--- config.mk ---
export PLATFORM = sky130hd
export DESIGN_NAME = rv_decode_stage
export DESIGN_NICKNAME = d
export VERILOG_FILES = /design/src/design/rv_decode_pkg.sv /design/src/design/rv_branch_decode.sv /design/src/design/rv_imm_gen.sv /design/src/design/rv_ctrl_decode.sv /design/src/design/rv_decode_stage.sv
export VERILOG_INCLUDE_DIRS = /design/src /design/src/design
export SDC_FILE = /design/constraint.sdc
export NUM_CORES = 1
export LEC_CHECK = 0
export BUFFER_PORTS_ARGS = -buffer_cell sky130_fd_sc_hd__buf_2
export CAP_MARGIN = 10
export CORE_MARGIN = 3
export CORE_UTILIZATION = 51
export CTS_CLUSTER_SIZE = 14
export DETAILED_ROUTE_END_ITERATION = 12
export PLACE_DENSITY_LB_ADDON = 0.2
export SYNTH_ARGS = -nofsm -noshare
export SYNTH_HDL_FRONTEND = slang
export SYNTH_SLANG_ARGS = --single-unit
--- constraint.sdc ---
create_clock -name clk -period 2.7 [get_ports clk]
set_clock_uncertainty 0.1 [all_clocks]
set_input_delay 0.405 -clock clk [delete_from_list [all_inputs] [get_ports clk]]
set_output_delay 0.405 -clock clk [all_outputs]
set_load 0.05 [all_outputs]
--- src/design/rv_decode_params.svh ---
// widths and fixed register indices for the decode stage, included by the package and RTL
`ifndef RV_DECODE_PARAMS_SVH
`define RV_DECODE_PARAMS_SVH

// datapath width, rv64
`define RV_XLEN 64

// base instruction width
// no compressed support here
`define RV_ILEN 32

// register file index width
`define RV_REG_W 5

// ecall results land in a0
// the fake os layer reads them back from there
`define RV_REG_A0 10

// hardwired zero register
// used to null rs1 for lui, auipc and jal
`define RV_REG_ZERO 0

`endif

--- src/design/rv_decode_pkg.sv ---
// shared enums and record types for the decode stage, imported by every decode module
`include "rv_decode_params.svh"

package rv_decode_pkg;

    // major opcodes, inst[6:0]
    typedef enum logic [6:0] {
        OP_LUI      = 7'b0110111,
        OP_AUIPC    = 7'b0010111,
        OP_JAL      = 7'b1101111,
        OP_JALR     = 7'b1100111,
        OP_BRANCH   = 7'b1100011,
        OP_LOAD     = 7'b0000011,
        OP_STORE    = 7'b0100011,
        OP_OP_IMM   = 7'b0010011,
        OP_IMM_32   = 7'b0011011,
        OP_OP       = 7'b0110011,
        OP_OP_32    = 7'b0111011,
        OP_MISC_MEM = 7'b0001111,
        OP_SYSTEM   = 7'b1110011
    } opcode_e;

    // alu funct3 codes
    // srx covers both srl and sra, funct7 picks
    typedef enum logic [2:0] {
        F3OP_ADD_SUB = 3'b000,
        F3OP_SLL     = 3'b001,
        F3OP_SLT     = 3'b010,
        F3OP_SLTU    = 3'b011,
        F3OP_XOR     = 3'b100,
        F3OP_SRX     = 3'b101,
        F3OP_OR      = 3'b110,
        F3OP_AND     = 3'b111
    } f3_op_e;

    // branch funct3 codes
    // 010 and 011 are reserved
    typedef enum logic [2:0] {
        F3B_BEQ  = 3'b000,
        F3B_BNE  = 3'b001,
        F3B_BLT  = 3'b100,
        F3B_BGE  = 3'b101,
        F3B_BLTU = 3'b110,
        F3B_BGEU = 3'b111
    } f3_branch_e;

    // when the exec stage takes the jump
    typedef enum logic [1:0] {
        JUMP_NO      = 2'd0,
        JUMP_YES     = 2'd1,
        JUMP_ALU_EQZ = 2'd2,
        JUMP_ALU_NEZ = 2'd3
    } jump_code_e;

    // immediate layout selected by the main decoder
    typedef enum logic [2:0] {
        IMM_NONE = 3'd0,
        IMM_I    = 3'd1,
        IMM_S    = 3'd2,
        IMM_SB   = 3'd3,
        IMM_U    = 3'd4,
        IMM_UJ   = 3'd5
    } imm_fmt_e;

    // branch condition plus the alu op that evaluates it
    typedef struct packed {
        jump_code_e jump_if;
        f3_op_e     funct3;
        logic [6:0] funct7;
    } branch_ctrl_t;

    // full decoded instruction handed to exec
    typedef struct packed {
        // register indices, rs1 may be forced to x0
        logic [`RV_REG_W-1:0] rs1;
        logic [`RV_REG_W-1:0] rs2;
        logic [`RV_REG_W-1:0] rd;
        // register use, for hazard detect and writeback
        logic                 en_rs1;
        logic                 en_rs2;
        logic                 en_rd;
        logic [`RV_XLEN-1:0]  immed;
        // auipc, exec adds pc to the alu result
        logic                 keep_pc_plus_immed;
        // alu operand b is immed instead of rs2
        logic                 alu_use_immed;
        // word ops, addw and friends
        logic                 alu_width_32;
        // possibly rewritten alu controls
        logic [2:0]           funct3;
        logic [6:0]           funct7;
        // jal and branches are pc relative, jalr absolute
        jump_code_e           jump_if;
        logic                 jump_absolute;
        logic                 is_load;
        logic                 is_store;
        logic                 is_ecall;
    } decoded_inst_t;

endpackage

--- src/design/rv_branch_decode.sv ---
// branch decoder, turns a branch funct3 into a jump condition and the alu compare that drives it
`timescale 1ns/1ps

module rv_branch_decode (
    input  logic [2:0]                  funct3,
    output rv_decode_pkg::branch_ctrl_t br
);

    import rv_decode_pkg::*;

    f3_branch_e code;

    assign code = f3_branch_e'(funct3);

    always_comb begin
        // reserved codes never jump
        br.jump_if = JUMP_NO;
        br.funct3  = F3OP_ADD_SUB;
        br.funct7  = 7'b000_0000;

        case (code)
            // rs1 - rs2, equal when the difference is zero
            F3B_BEQ: begin
                br.jump_if = JUMP_ALU_EQZ;
                br.funct7  = 7'b010_0000;
            end
            F3B_BNE: begin
                br.jump_if = JUMP_ALU_NEZ;
                br.funct7  = 7'b010_0000;
            end
            // slt gives 1 when less than
            F3B_BLT: begin
                br.jump_if = JUMP_ALU_NEZ;
                br.funct3  = F3OP_SLT;
            end
            // not less than means ge
            F3B_BGE: begin
                br.jump_if = JUMP_ALU_EQZ;
                br.funct3  = F3OP_SLT;
            end
            // unsigned variants
            F3B_BLTU: begin
                br.jump_if = JUMP_ALU_NEZ;
                br.funct3  = F3OP_SLTU;
            end
            F3B_BGEU: begin
                br.jump_if = JUMP_ALU_EQZ;
                br.funct3  = F3OP_SLTU;
            end
            default: begin
                br.jump_if = JUMP_NO;
            end
        endcase
    end

endmodule

--- src/design/rv_imm_gen.sv ---
// immediate generator, builds every rv64 immediate layout and returns the one the decoder asks for
`timescale 1ns/1ps
`include "rv_decode_params.svh"

module rv_imm_gen (
    input  logic [`RV_ILEN-1:0]      inst,
    input  rv_decode_pkg::imm_fmt_e  fmt,
    output logic [`RV_XLEN-1:0]      immed
);

    import rv_decode_pkg::*;

    // sign bit is always inst[31]
    logic                sign;
    logic [`RV_XLEN-1:0] immed_i;
    logic [`RV_XLEN-1:0] immed_s;
    logic [`RV_XLEN-1:0] immed_sb;
    logic [`RV_XLEN-1:0] immed_u;
    logic [`RV_XLEN-1:0] immed_uj;

    assign sign = inst[31];

    // 12 bits straight from the top
    assign immed_i = {{(`RV_XLEN-12){sign}}, inst[31:20]};

    // 12 bits split around rd
    assign immed_s = {{(`RV_XLEN-12){sign}}, inst[31:25], inst[11:7]};

    // 13 bits, halfword aligned
    assign immed_sb = {{(`RV_XLEN-13){sign}}, inst[31], inst[7],
                       inst[30:25], inst[11:8], 1'b0};

    // upper 20, low 12 zero
    assign immed_u = {{(`RV_XLEN-32){sign}}, inst[31:12], 12'b0};

    // 21 bits, scrambled, halfword aligned
    assign immed_uj = {{(`RV_XLEN-21){sign}}, inst[31], inst[19:12],
                       inst[20], inst[30:21], 1'b0};

    // format select
    always_comb begin
        case (fmt)
            IMM_I:   immed = immed_i;
            IMM_S:   immed = immed_s;
            IMM_SB:  immed = immed_sb;
            IMM_U:   immed = immed_u;
            IMM_UJ:  immed = immed_uj;
            // no immediate, keep it quiet
            default: immed = '0;
        endcase
    end

endmodule

--- src/design/rv_ctrl_decode.sv ---
// main opcode decoder, fills the decoded record (immediate left zero) and picks the immediate format
`timescale 1ns/1ps
`include "rv_decode_params.svh"

module rv_ctrl_decode (
    input  logic [`RV_ILEN-1:0]          inst,
    input  rv_decode_pkg::branch_ctrl_t  br,
    output rv_decode_pkg::imm_fmt_e      fmt,
    output rv_decode_pkg::decoded_inst_t ctrl
);

    import rv_decode_pkg::*;

    opcode_e    op;
    logic [2:0] f3;

    assign op = opcode_e'(inst[6:0]);
    assign f3 = inst[14:12];

    always_comb begin
        // raw fields, overridden per opcode
        ctrl.rs1    = inst[19:15];
        ctrl.rs2    = inst[24:20];
        ctrl.rd     = inst[11:7];
        ctrl.funct3 = f3;
        ctrl.funct7 = inst[31:25];

        // nothing enabled until an opcode claims it
        {ctrl.en_rs1, ctrl.en_rs2, ctrl.en_rd} = 3'b000;
        ctrl.immed              = '0;
        ctrl.keep_pc_plus_immed = 1'b0;
        ctrl.alu_use_immed      = 1'b0;
        ctrl.alu_width_32       = 1'b0;
        ctrl.jump_if            = JUMP_NO;
        ctrl.jump_absolute      = 1'b0;
        ctrl.is_load            = 1'b0;
        ctrl.is_store           = 1'b0;
        ctrl.is_ecall           = 1'b0;
        fmt                     = IMM_NONE;

        case (op)
            // alu computes x0 + immed
            OP_LUI, OP_AUIPC: begin
                fmt                = IMM_U;
                ctrl.rs1           = `RV_REG_W'(`RV_REG_ZERO);
                ctrl.funct3        = F3OP_ADD_SUB;
                ctrl.funct7        = 7'b000_0000;
                ctrl.alu_use_immed = 1'b1;
                {ctrl.en_rs1, ctrl.en_rs2, ctrl.en_rd} = 3'b001;
                // separate adder tacks on the pc
                ctrl.keep_pc_plus_immed = (op == OP_AUIPC);
            end

            // pc relative, return address to rd
            OP_JAL: begin
                fmt                = IMM_UJ;
                ctrl.rs1           = `RV_REG_W'(`RV_REG_ZERO);
                ctrl.funct3        = F3OP_ADD_SUB;
                ctrl.funct7        = 7'b000_0000;
                ctrl.alu_use_immed = 1'b1;
                {ctrl.en_rs1, ctrl.en_rs2, ctrl.en_rd} = 3'b001;
                ctrl.jump_if       = JUMP_YES;
            end

            // target is the alu result rs1 + immed
            OP_JALR: begin
                fmt                = IMM_I;
                ctrl.funct3        = F3OP_ADD_SUB;
                ctrl.funct7        = 7'b000_0000;
                ctrl.alu_use_immed = 1'b1;
                {ctrl.en_rs1, ctrl.en_rs2, ctrl.en_rd} = 3'b101;
                ctrl.jump_if       = JUMP_YES;
                ctrl.jump_absolute = 1'b1;
            end

            // condition and compare op come from the branch decoder
            OP_BRANCH: begin
                fmt          = IMM_SB;
                {ctrl.en_rs1, ctrl.en_rs2, ctrl.en_rd} = 3'b110;
                ctrl.jump_if = br.jump_if;
                ctrl.funct3  = br.funct3;
                ctrl.funct7  = br.funct7;
            end

            // address is rs1 + immed, width stays in funct3
            OP_LOAD: begin
                fmt                = IMM_I;
                ctrl.alu_use_immed = 1'b1;
                ctrl.is_load       = 1'b1;
                {ctrl.en_rs1, ctrl.en_rs2, ctrl.en_rd} = 3'b101;
            end

            // rs2 carries the store data
            OP_STORE: begin
                fmt                = IMM_S;
                ctrl.alu_use_immed = 1'b1;
                ctrl.is_store      = 1'b1;
                {ctrl.en_rs1, ctrl.en_rs2, ctrl.en_rd} = 3'b110;
            end

            // i type alu ops
            OP_OP_IMM, OP_IMM_32: begin
                fmt                = IMM_I;
                ctrl.alu_use_immed = 1'b1;
                ctrl.funct7        = 7'b000_0000;
                ctrl.alu_width_32  = (op == OP_IMM_32);
                {ctrl.en_rs1, ctrl.en_rs2, ctrl.en_rd} = 3'b101;
            end

            // r type, alu codes pass through
            OP_OP, OP_OP_32: begin
                ctrl.alu_width_32 = (op == OP_OP_32);
                {ctrl.en_rs1, ctrl.en_rs2, ctrl.en_rd} = 3'b111;
            end

            // fences, treated as nops
            OP_MISC_MEM: begin
                ctrl.funct7 = 7'b000_0000;
            end

            OP_SYSTEM: begin
                ctrl.funct7 = 7'b000_0000;
                // ecall only, ebreak has inst[20] set
                if (f3 == 3'b000 && !inst[20]) begin
                    ctrl.is_ecall = 1'b1;
                    ctrl.en_rd    = 1'b1;
                    ctrl.rd       = `RV_REG_W'(`RV_REG_A0);
                end
            end

            default: begin
                // unknown opcode stays inactive
                fmt = IMM_NONE;
            end
        endcase
    end

endmodule

--- src/design/rv_decode_stage.sv ---
// decode stage top, joins the decoders and registers the decoded record behind a valid strobe
`timescale 1ns/1ps
`include "rv_decode_params.svh"

module rv_decode_stage (
    input  logic                         clk,
    input  logic                         rst,
    input  logic [`RV_ILEN-1:0]          inst,
    input  logic                         in_valid,
    output rv_decode_pkg::decoded_inst_t decoded,
    output logic                         out_valid
);

    import rv_decode_pkg::*;

    // branch condition, from funct3 alone
    branch_ctrl_t        br;
    // format requested by the main decoder
    imm_fmt_e            fmt;
    // control record, immed still zero
    decoded_inst_t       ctrl;
    logic [`RV_XLEN-1:0] immed;
    // record with immediate merged in
    decoded_inst_t       rec_next;

    rv_branch_decode u_branch (
        .funct3 (inst[14:12]),
        .br     (br)
    );

    rv_ctrl_decode u_ctrl (
        .inst (inst),
        .br   (br),
        .fmt  (fmt),
        .ctrl (ctrl)
    );

    rv_imm_gen u_imm (
        .inst  (inst),
        .fmt   (fmt),
        .immed (immed)
    );

    // splice the immediate into the record
    always_comb begin
        rec_next       = ctrl;
        rec_next.immed = immed;
    end

    // one cycle stage register
    // no back-pressure, takes a new inst every valid cycle
    always_ff @(posedge clk) begin
        if (rst) begin
            decoded   <= '0;
            out_valid <= 1'b0;
        end else begin
            out_valid <= in_valid;
            // hold last record across bubbles
            if (in_valid) begin
                decoded <= rec_next;
            end
        end
    end

endmodule

## Word level (Yosys, flattened, before mapping)

Index checks and enable logic that the tools add are counted.

| operators by class | value |
|---|---|
| reduce and logical (&&, ||, !) cells | 19 |
| multiplexer cells | 21 |
| eq/ne operators | 23 |

Operator list:

| cell | number |
|---|---|
| $pmux W64 S5 | 1 |
| $eq A7 B6 Y1 const B | 4 |
| $eq A7 B7 Y1 const B | 4 |
| $eq A7 B5 Y1 const B | 3 |
| $eq A3 B3 Y1 const B | 6 |
| $pmux W2 S2 | 4 |
| $reduce_or A8 Y1 | 2 |
| $mux W5 | 3 |
| $pmux W3 S5 | 1 |
| $pmux W7 S2 | 1 |
| $reduce_or A2 Y1 | 7 |
| $reduce_or A4 Y1 | 3 |
| $reduce_or A3 Y1 | 3 |
| $reduce_or A9 Y1 | 1 |
| $eq A7 B2 Y1 const B | 1 |
| $eq A7 B4 Y1 const B | 1 |
| $mux W1 | 7 |
| $eq A3 B1 Y1 const B | 2 |
| $eq A3 B2 Y1 const B | 2 |
| $mux W6 | 1 |
| $pmux W3 S2 | 1 |
| $pmux W1 S2 | 2 |
| $logic_not A3 Y1 | 1 |
| $logic_and A1 B1 Y1 | 1 |
| $logic_not A1 Y1 | 1 |

| storage, ports and cells | value |
|---|---|
| output and inout bits | 102 |
| bits in registers | 102 |

## Depth between registers and ports, before layout

Gate-level depths: netlist (run 1).

| logic depth | value |
|---|---|
| depth in word-level cells | 5 |
| mapped depth | 7 |
| mapped depth without buffers | 5 |

## Hierarchy

From an unflattened synthesis (run 1), not the netlist that was laid out.

| second synthesis, totals | value |
|---|---|
| cell total of the unflattened synthesis | 586 |
| area total of the unflattened synthesis | 5472.7 µm² |

By module, submodules not included:

| module | area an instance (µm²) | times used | cells an instance | seq. area each (µm²) |
|---|---|---|---|---|
| rv_decode_stage | 3683.5 | 1 | 328 | 2042.0 |
| rv_ctrl_decode | 1063.5 | 1 | 147 | 0.0 |
| rv_imm_gen | 630.6 | 1 | 98 | 0.0 |
| rv_branch_decode | 95.1 | 1 | 13 | 0.0 |

## Worst setup path before layout (run 1)

OpenSTA, ideal clock, no wires.

| timing path | value |
|---|---|
| path type | flip-flop to output port |
| start | reg, netlist name decoded[81] |
| end | out decoded[51] (netlist bit) |
| slack | 0.714 ns |
| buffers on the path | 1 |
| arrival time | 1.481 ns |
| stages on the path, launching flop included | 2 |
| required time | 2.195 ns |
| cells stage by stage | dfxtp_1 buf_4 |

RTL lines:

| element | RTL line | source |
|---|---|---|
| to (decl) | rv_decode_stage.sv:10 | `output rv_decode_pkg::decoded_inst_t decoded,` |

==> results of run 1 <==
[layout by cell type, fill, tap and decap left out, types with 2 or more instances in the layout]
cell type,netlist,routed
nor2_1,40,39
dfxtp_1,70,70
buf_2,5,136
a21oi_1,22,22
or3_1,3,3
inv_2,2,2
a22oi_1,10,10
a211oi_1,3,3
and2_1,2,2
a31oi_1,3,3
a311oi_1,4,4
mux2i_1,6,6
nor4_1,2,2
o21a_1,2,2
a2bb2oi_1,5,5
a22o_1,6,6
nand3b_1,3,3
a221oi_1,2,2
buf_4,34,11
a32oi_1,2,2
clkinv_4,0,2
inv_1,7,7
o21ai_0,20,20
nand2b_1,4,4
inv_6,0,3
nand2_1,56,56
nor2b_1,4,4
clkbuf_8,0,9
nand3_1,13,13
o211ai_2,8,8
nor3_1,5,5
[state kept, by name, indices dropped and copies added, names as in the netlist]
name / count
out_valid: 1
decoded: 69
[final timing paths]
| kind | start | to | slack (ps) |
|---|---|---|---|
| worst min register to register | decoded[40]$_SDFFE_PP0P_ | decoded[40]$_SDFFE_PP0P_ | 350 |
| worst max-delay path | decoded[81]$_SDFFE_PP0P_ | decoded[75] | 670 |
| worst min-delay path | inst[31] | decoded[12]$_SDFFE_PP0P_ | 190 |
| worst max register to register | decoded[81]$_SDFFE_PP0P_ | decoded[81]$_SDFFE_PP0P_ | 1570 |
[stage by stage]
stage	worst slack [ps]	instances	util [%]	power (mW)
floorplan	714	381	-	1.35
global placement	598	546	62.1	1.44
detailed placement	521	546	62.1	1.45
CTS	630	562	65.5	2.31
global route	505	562	65.5	2.40
finish	669	562	65.5	2.30
[synthesized netlist by cell type (3+ instances only)]
| master | count | area, um2 |
|---|---|---|
| dfxtp_1 | 70 | 1400 |
| nand2b_1 | 4 | 25.0 |
| o211ai_2 | 8 | 100 |
| a22o_1 | 6 | 52.6 |
| nand2_1 | 56 | 210 |
| a311oi_1 | 4 | 35.0 |
| nor2b_1 | 4 | 25.0 |
| a21oi_1 | 22 | 110 |
| mux2i_1 | 6 | 60.1 |
| a22oi_1 | 10 | 75.1 |
| a31oi_1 | 3 | 18.8 |
| nand3b_1 | 3 | 22.5 |
| or3_1 | 3 | 18.8 |
| buf_2 | 5 | 25.0 |
| clkbuf_1 | 13 | 48.8 |
| a2bb2oi_1 | 5 | 43.8 |
| buf_4 | 34 | 255 |
| o21ai_0 | 20 | 100 |
| nor3_1 | 5 | 25.0 |
| nand3_1 | 13 | 65.1 |
| a211oi_1 | 3 | 22.5 |
| buf_1 | 3 | 11.3 |
| inv_1 | 7 | 26.3 |
| nor2_1 | 40 | 150 |
[layer usage]
layer	global-route usage [%]	wire (um)	up-vias
met1	32.8	4000	1419
met2	36.3	3990	158
met5	0	0	-
li1	-	-	1498
met3	5.57	816	18
met4	10.4	190	0
[layout make-up]
cell class | instances | share of cell area (%)
clock buffer | 9 | 3.14
clock inverter | 7 | 2.00
inverter | 9 | 0.856
multi-input combinational | 245 | 36.8
sequential | 70 | 35.5
tap | 75 | 2.38
timing repair buffer | 147 | 19.3
[kinds of logic after synthesis]
| logic type | after synthesis | share of synthesized area, % |
|---|---|---|
| DFF | 70 | 43.2 |
| muxes | 6 | 1.85 |
| AOI/OAI and AO/OA | 99 | 22.6 |
| and+or+nand+nor | 140 | 20.2 |
| buffers and inverters | 66 | 12.2 |
[power by group through the flow]
stage                     combinational (mW)  clock [mW]  sequential [mW]
final                                  0.350       0.871             1.08
after global routing                   0.372       0.946             1.08
after CTS                              0.349       0.882             1.08
after detailed placement               0.348           0             1.10
after global placement                 0.344           0             1.10
after floorplan                        0.148           0             1.20
==> impl_metrics.py, run 1 <==
metrics = {
    "run_status": {
        "status": "finished, final reports clean",
    },
    "die": {
        "die_x_um": 85.8,
        "initial_utilization_pct": 53.9,
        "rows": 28,
        "pin_count": 137,
        "dieArea_um2": 7360,
        "die_h_um": 85.8,
        "core_um2": 6030,
    },
    "synth": {
        "synth_fp_nets": 416,
        "synth_seq_cells": 70,
        "synth.cell_area_um2": 3250,
        "synthArstFlopShare_pct": 0,
        "syn_area_per_cell_um2": 8.52,
        "synth-edff-count": 0,
        "ys.flop_type": "dfxtp_1",
        "synthCells": 381,
        "synth_warnings": 0,
        "ys_seq_area_share_pct": 43.2,
        "yosysUniqueCellTypes": 51,
    },
    "pwr": {
        "p_seq_share_pct": 46.8,
        "max-vdd-ir-drop_mv": 0.367,
        "pwr-share-clk_pct": 37.9,
        "cellInternalPower_mw": 1.59,
        "p_leak_nw": 1.89,
        "switching_share_pct": 30.6,
        "comb_power_share_pct": 15.2,
        "power_density_nw_per_um2": 582,
        "p_sw_mw": 0.703,
    },
    "sta": {
        "tns_ps": 0,
        "fin_crit_ps": 2030,
        "fmax_ghz": 0.492,
        "maxSlewHeadroom_pct": 52.0,
        "setup_viol": 0,
        "holdWs_ps": 194,
        "period_share_pct": 75.2,
        "grt_setup_unrepaired": "no",
        "drv_slew": 0,
        "hold_violations": 0,
        "worst_pin_slew_ps": 718,
    },
    "cells_and_area": {
        "nets": 517,
        "layout-drive-gt1-share_pct": 37.0,
        "nFillCells": 540,
        "antennaDiodeCount": 0,
        "syn_to_final_growth_pct": 21.5,
        "multiInputGateArea_um2": 1450,
        "postLayoutCellArea_um2": 3950,
        "ff_latch_area_um2": 1400,
    },
    "clock_network": {
        "clockBufferDepth": 2,
        "cts_resized": 0,
        "cts_tree": "built",
        "cts_buffers": 9,
        "htreeDepth": 3,
        "numClockSinks": 70,
        "post-cts-setup-buffers": 0,
        "hold_buffers": 0,
        "cts-root-buf": "clkbuf_8",
        "clk_latency_ps": 340,
        "path_clk_slew_ps": 80,
    },
    "critical_path": {
        "cp_max_fo": 34,
        "path_class": "reg2out",
        "cp_num_buf_inv": 1,
        "crit_path_end_kind": "primary output",
        "path_cells": "buf_2",
        "arrival_ps": 1530,
        "cpMaxStageDelayCell": "dfxtp_1",
        "crit_family": "flip-flops",
        "cp.required_ps": 2190,
        "critPathLaunchType": "flip-flop",
        "rr_worst_depth": 2,
        "crit_cells": 1,
        "cpPeakStageDelay_ps": 790,
    },
    "global_routing": {
        "grt_antenna_before_repair": 0,
        "grt_pass1_wl_um": 13900,
        "grt_max_degree": 39,
        "overflow": 0,
        "grt_pass1_vias": 2787,
        "track_usage_pct": 24.0,
    },
    "place": {
        "io_buffers": 136,
        "placed_area_um2": 3740,
        "hpwl_um": 6450,
        "routabilityCongestion": 0.903,
    },
    "min_path": {
        "hold_path_depth": 2,
        "hold_class": "in2reg",
    },
    "routing": {
        "viasPerCell": 5.50,
        "detail-route-antenna-nets": 0,
        "routedWlPerCell_um": 16.0,
        "drtIter0Drc": 232,
        "wl_um": 9000,
        "vias": 3093,
        "drc": 0,
        "drt_first_pass_iters": 5,
    },
    "job": {
        "drv_cap": 0,
    },
}
No activity file was read; power rests on OpenSTA's default activity.
==> run 2, diff against run 1 <==
--- a/config.mk
+++ b/config.mk
@@ -6,10 +6,11 @@
 export SDC_FILE = /design/constraint.sdc
 export NUM_CORES = 1
 export LEC_CHECK = 0
+export ABC_AREA = 1
 export BUFFER_PORTS_ARGS = -buffer_cell sky130_fd_sc_hd__buf_2
 export CAP_MARGIN = 10
 export CORE_MARGIN = 3
-export CORE_UTILIZATION = 51
+export CORE_UTILIZATION = 45
 export CTS_CLUSTER_SIZE = 14
 export DETAILED_ROUTE_END_ITERATION = 12
 export PLACE_DENSITY_LB_ADDON = 0.2
==> constraint.sdc (replaced) <==
create_clock -name clk -period 1.7 [get_ports clk]
set_clock_uncertainty 0.1 [all_clocks]
set_input_delay 0.255 -clock clk [delete_from_list [all_inputs] [get_ports clk]]
set_output_delay 0.255 -clock clk [all_outputs]
set_load 0.05 [all_outputs]
==> impl_metrics.py, run 2 <==
metrics = {
    "critical_path": {
        "cp_num_buf_inv": 1,
        "crit_family": "flip-flops",
        "r2r_end": "decoded[81]$_SDFFE_PP0P_",
        "path_cells": "buf_2",
        "rr_worst_depth": 2,
        "crit_path_end_kind": "primary output",
        "arrival_ps": 1140,
        "path_class": "reg2out",
        "cpPeakStageDelay_ps": 480,
        "timing.rr.start": "decoded[81]$_SDFFE_PP0P_",
        "cpMaxStageDelayCell": "dfxtp_4",
        "critPathLaunchType": "flip-flop",
        "cp_max_fo": 34,
        "cp.required_ps": 1340,
        "r2r_slack_ps": 820,
    },
    "min_path": {
        "hold_class": "in2reg",
        "hold_start": "inst[18]",
        "hold_path_depth": 3,
        "hold_end": "decoded[99]$_SDFFE_PP0P_",
    },
    "place": {
        "pre_cts_slack_ps": -42.4,
        "placed_area_um2": 4270,
        "hpwl_um": 7700,
        "routabilityCongestion": 0.861,
        "placed_cells": 736,
        "io_buffers": 136,
    },
    "sta": {
        "drv_slew": 0,
        "grt_setup_unrepaired": "no",
        "period_share_pct": 87.8,
        "fmax_ghz": 0.670,
        "fin_crit_ps": 1490,
        "maxSlewHeadroom_pct": 78.2,
        "tns_ps": 0,
        "setup_viol": 0,
        "worst_pin_slew_ps": 324,
        "timing.final.ws_setup_ps": 207,
        "hold_violations": 0,
    },
    "cells_and_area": {
        "final_cell_mix": "172 x nand2_1, 136 x buf_2, 69 x dfxtp_1",
        "postLayoutCellArea_um2": 4470,
        "syn_to_final_growth_pct": 20.8,
        "largest_reg_flops": 69,
        "largestRegisters": "decoded x69, out_valid x1",
        "nFillCells": 835,
        "layout-drive-gt1-share_pct": 34.2,
        "largest_register": "decoded",
        "final_cells": 752,
        "antennaDiodeCount": 0,
        "mostFrequentLayoutCell": "nand2_1",
        "nets": 680,
    },
    "clock_network": {
        "clockBufferDepth": 2,
        "path_clk_slew_ps": 80,
        "cts-root-buf": "clkbuf_8",
        "cts_buffers": 9,
        "hold_buffers": 0,
        "cts_tree": "built",
        "numClockSinks": 70,
        "htreeDepth": 3,
        "clk_latency_ps": 330,
    },
    "routing": {
        "detail-route-antenna-nets": 0,
        "routedWlPerCell_um": 13.7,
        "drt_first_pass_iters": 4,
        "vias": 3719,
        "drtIter0Drc": 194,
        "drc": 0,
        "viasPerCell": 4.95,
        "wl_um": 10300,
    },
    "die": {
        "rows": 32,
        "initial_utilization_pct": 47.2,
        "die_h_um": 96.7,
        "dieArea_um2": 9350,
        "pin_count": 137,
        "die_x_um": 96.7,
        "core_um2": 7850,
    },
    "synth": {
        "synth_fp_nets": 575,
        "ys.flop_type": "dfxtp_1",
        "yosys-top-cells-area": "dfxtp_1 38%, nand2_1 17%, buf_4 6.9%, a21oi_1 6.1%, nor2_1 5.4%",
        "yosysUniqueCellTypes": 29,
        "synthArstFlopShare_pct": 0,
        "synth-edff-count": 0,
        "yosysMostFrequentCell": "nand2_1",
        "synth_warnings": 0,
        "yosysTopAreaCell": "dfxtp_1",
        "synth_common_cells": "172 x nand2_1, 70 x dfxtp_1, 53 x nor2_1",
        "synth_top_area_share_pct": 37.9,
        "synth_seq_cells": 70,
        "syn_area_per_cell_um2": 6.86,
        "ys_seq_area_share_pct": 37.9,
        "synth.cell_area_um2": 3700,
        "synthCells": 540,
    },
    "global_routing": {
        "grt_pass1_wl_um": 16600,
        "track_usage_pct": 21.2,
        "met3_usage_pct": 4.97,
        "grt_max_degree": 59,
        "overflow": 0,
        "top_usage_layer": "met2",
        "grt_use_met1_pct": 29.0,
        "grt_antenna_before_repair": 0,
        "met2_usage_pct": 33.8,
        "grt_pass1_vias": 3389,
    },
    "pwr": {
        "power_density_nw_per_um2": 837,
        "p_leak_nw": 2.46,
        "max-vdd-ir-drop_mv": 0.463,
        "fin_total_pwr_mw": 3.74,
    },
    "run_status": {
        "status": "finished, final reports clean",
    },
    "job": {
        "drv_cap": 0,
    },
}
run 2: report_power, final:
part           internal (mW)  total (mW)  switching [mW]
clock                  0.712        1.35           0.636
combinational          0.162       0.667           0.504
sequential              1.70        1.73          0.0318
total                   2.57        3.74            1.17
run 2: repair_timing:
action,in CTS,in global routing
setup endpoints to repair,0,33
gates resized for setup,0,1
buffers inserted,0,0
hold endpoints to repair,0,0
run 2: worst min-delay path: stages:
cell	delay, ps
buf_2	110
nand2_1	50
a21oi_1	50
run 2: cells by family (layout without fill, tap and decap cells):
family | Yosys count | in the layout | synth area share, %
and+or+nand+nor | 275 | 275 | 32.5
DFF | 70 | 70 | 37.9
buffers and inverters | 97 | 207 | 14.3
AOI/OAI and AO/OA | 98 | 98 | 15.3
run 2: worst max-delay path by stage:
stage	startpoint	end	depth (start not counted)
final	decoded[81]$_SDFFE_PP0P_	decoded[69]	1
after global routing	decoded[81]$_SDFFE_PP0P_	decoded[78]	1
after CTS	decoded[81]$_SDFFE_PP0P_	decoded[69]	1
after detailed placement	inst[1]	decoded[42]$_SDFFE_PP0P_	11
after global placement	inst[1]	decoded[42]$_SDFFE_PP0P_	11
after floorplan	inst[1]	decoded[35]$_SDFFE_PP0P_	11
run 2: per-stage QoR:
stage               utilization (%)  hold WS, ps
finish                         57.0         77.8
floorplan                         -          239
CTS                            57.0         66.1
detailed placement             54.4          356
global route                   57.0         83.3
global placement               54.4          350
run 2: layout make-up:
| type | count | area (um2) | share of cell area, % |
|---|---|---|---|
| Clock buffer | 10 | 138 | 3.08 |
| Clock inverter | 6 | 61.3 | 1.37 |
| Inverter | 40 | 150 | 3.36 |
| Multi-Input combinational cell | 373 | 1770 | 39.6 |
| Sequential cell | 70 | 1410 | 31.4 |
| Tap cell | 102 | 128 | 2.85 |
| Timing Repair Buffer | 151 | 818 | 18.3 |
run 2: routing by layer:
| layer | share of wire (%) | up-vias | routed length, um |
|---|---|---|---|
| met5 | 0 | - | 0 |
| met4 | 1.3 | 0 | 137 |
| met3 | 6.9 | 13 | 709 |
| met2 | 45 | 121 | 4600 |
| met1 | 47 | 1704 | 4880 |
| li1 | - | 1881 | - |
==> run 3, diff against run 2 <==
--- a/config.mk
+++ b/config.mk
@@ -10,10 +10,11 @@
 export BUFFER_PORTS_ARGS = -buffer_cell sky130_fd_sc_hd__buf_2
 export CAP_MARGIN = 10
 export CORE_MARGIN = 3
-export CORE_UTILIZATION = 45
+export CORE_UTILIZATION = 30
 export CTS_CLUSTER_SIZE = 14
 export DETAILED_ROUTE_END_ITERATION = 12
 export PLACE_DENSITY_LB_ADDON = 0.2
 export SYNTH_ARGS = -nofsm -noshare
 export SYNTH_HDL_FRONTEND = slang
+export SYNTH_HIERARCHICAL = 1
 export SYNTH_SLANG_ARGS = --single-unit
==> constraint.sdc (replaced) <==
create_clock -name clk -period 1.7 [get_ports clk]
set_clock_uncertainty 0.1 [all_clocks]
set_input_delay 0.17 -clock clk [delete_from_list [all_inputs] [get_ports clk]]
set_output_delay 0.17 -clock clk [all_outputs]
set_load 0.05 [all_outputs]
==> impl_metrics.py, run 3 <==
metrics = {
    "pwr": {
        "power_density_nw_per_um2": 863,
        "max-vdd-ir-drop_mv": 0.417,
        "p_leak_nw": 3.79,
    },
    "sta": {
        "drv_slew": 0,
        "fin_crit_ps": 1620,
        "setup_viol": 0,
        "period_share_pct": 95.4,
        "tns_ps": 0,
        "grt_setup_unrepaired": "yes",
        "fmax_ghz": 0.617,
        "hold_violations": 0,
        "holdWs_ps": 53.6,
    },
    "place": {
        "hpwl_um": 10600,
        "io_buffers": 136,
        "routabilityCongestion": 0.799,
    },
    "critical_path": {
        "path_class": "in2reg",
        "arrival_ps": 1780,
        "timing.rr.start": "decoded[62]$_SDFFE_PP0P_",
        "crit_path_end_kind": "flip-flop",
        "cp-startpoint": "inst[1]",
        "cp_max_fo": 8,
        "critPathLaunchType": "input port",
        "cp.required_ps": 1860,
    },
    "die": {
        "rows": 50,
        "initial_utilization_pct": 31.2,
        "core_um2": 19100,
        "die_h_um": 147,
        "die_x_um": 147,
        "dieArea_um2": 21600,
        "pin_count": 137,
    },
    "global_routing": {
        "grt_pass1_wl_um": 24900,
        "track_usage_pct": 14.2,
        "grt_max_degree": 102,
        "grt_pass1_vias": 4856,
        "overflow": 0,
        "grt_antenna_before_repair": 3,
    },
    "job": {
        "drv_cap": 0,
    },
    "cells_and_area": {
        "largest_register": "decoded",
        "nFillCells": 2163,
        "final_util_pct": 37.3,
        "syn_to_final_growth_pct": 19.8,
        "largest_reg_flops": 101,
        "mostFrequentLayoutCell": "nand2_1",
        "final_cell_mix": "185 x nand2_1, 160 x nor2_1, 135 x buf_2",
        "largestRegisters": "decoded x101, out_valid x1",
        "multiInputGateArea_um2": 2850,
        "layout-drive-gt1-share_pct": 36.4,
        "nets": 1045,
        "ff_latch_area_um2": 2040,
    },
    "min_path": {
        "hold_start": "inst[22]",
        "hold_class": "in2reg",
    },
    "clock_network": {
        "clk_latency_ps": 350,
        "cts_tree": "built",
        "cts-root-buf": "clkbuf_16",
        "clockBufferDepth": 2,
        "path_clk_slew_ps": 70,
        "numClockSinks": 102,
        "cts_buffers": 9,
        "htreeDepth": 3,
    },
    "synth": {
        "synth_warnings": 6,
        "synthCells": 900,
        "synth.cell_area_um2": 5970,
        "syn_area_per_cell_um2": 6.63,
    },
    "routing": {
        "drt_first_pass_iters": 5,
        "drtIter0Drc": 314,
        "wl_um": 15600,
        "detail-route-antenna-nets": 0,
        "viasPerCell": 4.02,
        "vias": 5128,
        "routedWlPerCell_um": 12.2,
        "drc": 0,
    },
    "run_status": {
        "status": "finished, final reports clean",
    },
}
[run 3: worst max-delay path, stage by stage]
cell and delay (ps):
buf_2 130, nand2_8 80, nor2_4 40, nand2_4 110, buf_4 160, nor2_2 40
buf_4 150, o211ai_2 270, buf_6 240, nand2_4 130, inv_1 90, nand2_2 40
nand2_1 80, nor2_2 40
[run 3: layout make-up]
type                       instances  share of cell area (%)
antenna                            1                  0.0350
inverter                         135                    7.14
tap                              260                    4.55
clock inverter                     6                   0.963
clock buffer                      10                    3.20
timing repair buffer             180                    15.6
sequential                       102                    28.6
multi-input combinational        582                    39.9
[run 3: power breakdown]
part           total, mW  switching [mW]  leakage [nW]  internal [mW]
sequential          2.59          0.0649         0.843           2.53
clock               2.16           0.996         0.149           1.16
combinational       1.42            1.03          2.79          0.386
total               6.17            2.09          3.79           4.07
[run 3: path summary, 6_finish.rpt]
kind | end | slack [ps] | cells past startpoint
max | decoded[65]$_SDFFE_PP0P_ | 80 | 14
min | decoded[93]$_SDFFE_PP0P_ | 50 | 5
max reg2reg | decoded[62]$_SDFFE_PP0P_ | 1010 | 2
min reg2reg | decoded[2]$_SDFFE_PP0P_ | 370 | 2
[run 3: per-stage QoR]
stage	setup slack [ps]	std cells	power (mW)	cell area [um2]
3_3_place_gp	-289	1254	4.06	6730
2_1_floorplan	-95.2	906	3.79	6040
3_5_place_dp	-325	1254	4.06	6730
6_report	78.6	1276	6.17	7150
5_1_grt	-25.7	1276	6.52	7150
4_1_cts	52.0	1271	6.26	7040
[run 3: what timing repair did]
item,4_1_cts,5_1_grt
setup buffers,0,1
resized for setup,0,13
hold buffers,1,0
endpoints found under the hold margin,1,0
endpoints found under the setup margin,0,58
[run 3: metal layers]
| metal | wire (um) | global-route usage (%) | vias to the layer above | part of all wire, % |
|---|---|---|---|---|
| li1 | - | - | 2798 | - |
| met4 | 155 | 3.63 | 4 | 1.0 |
| met1 | 7780 | 19.1 | 2211 | 50 |
| met5 | 21 | 0 | - | 0.13 |
| met2 | 6780 | 22.4 | 98 | 44 |
| met3 | 838 | 4.13 | 17 | 5.4 |
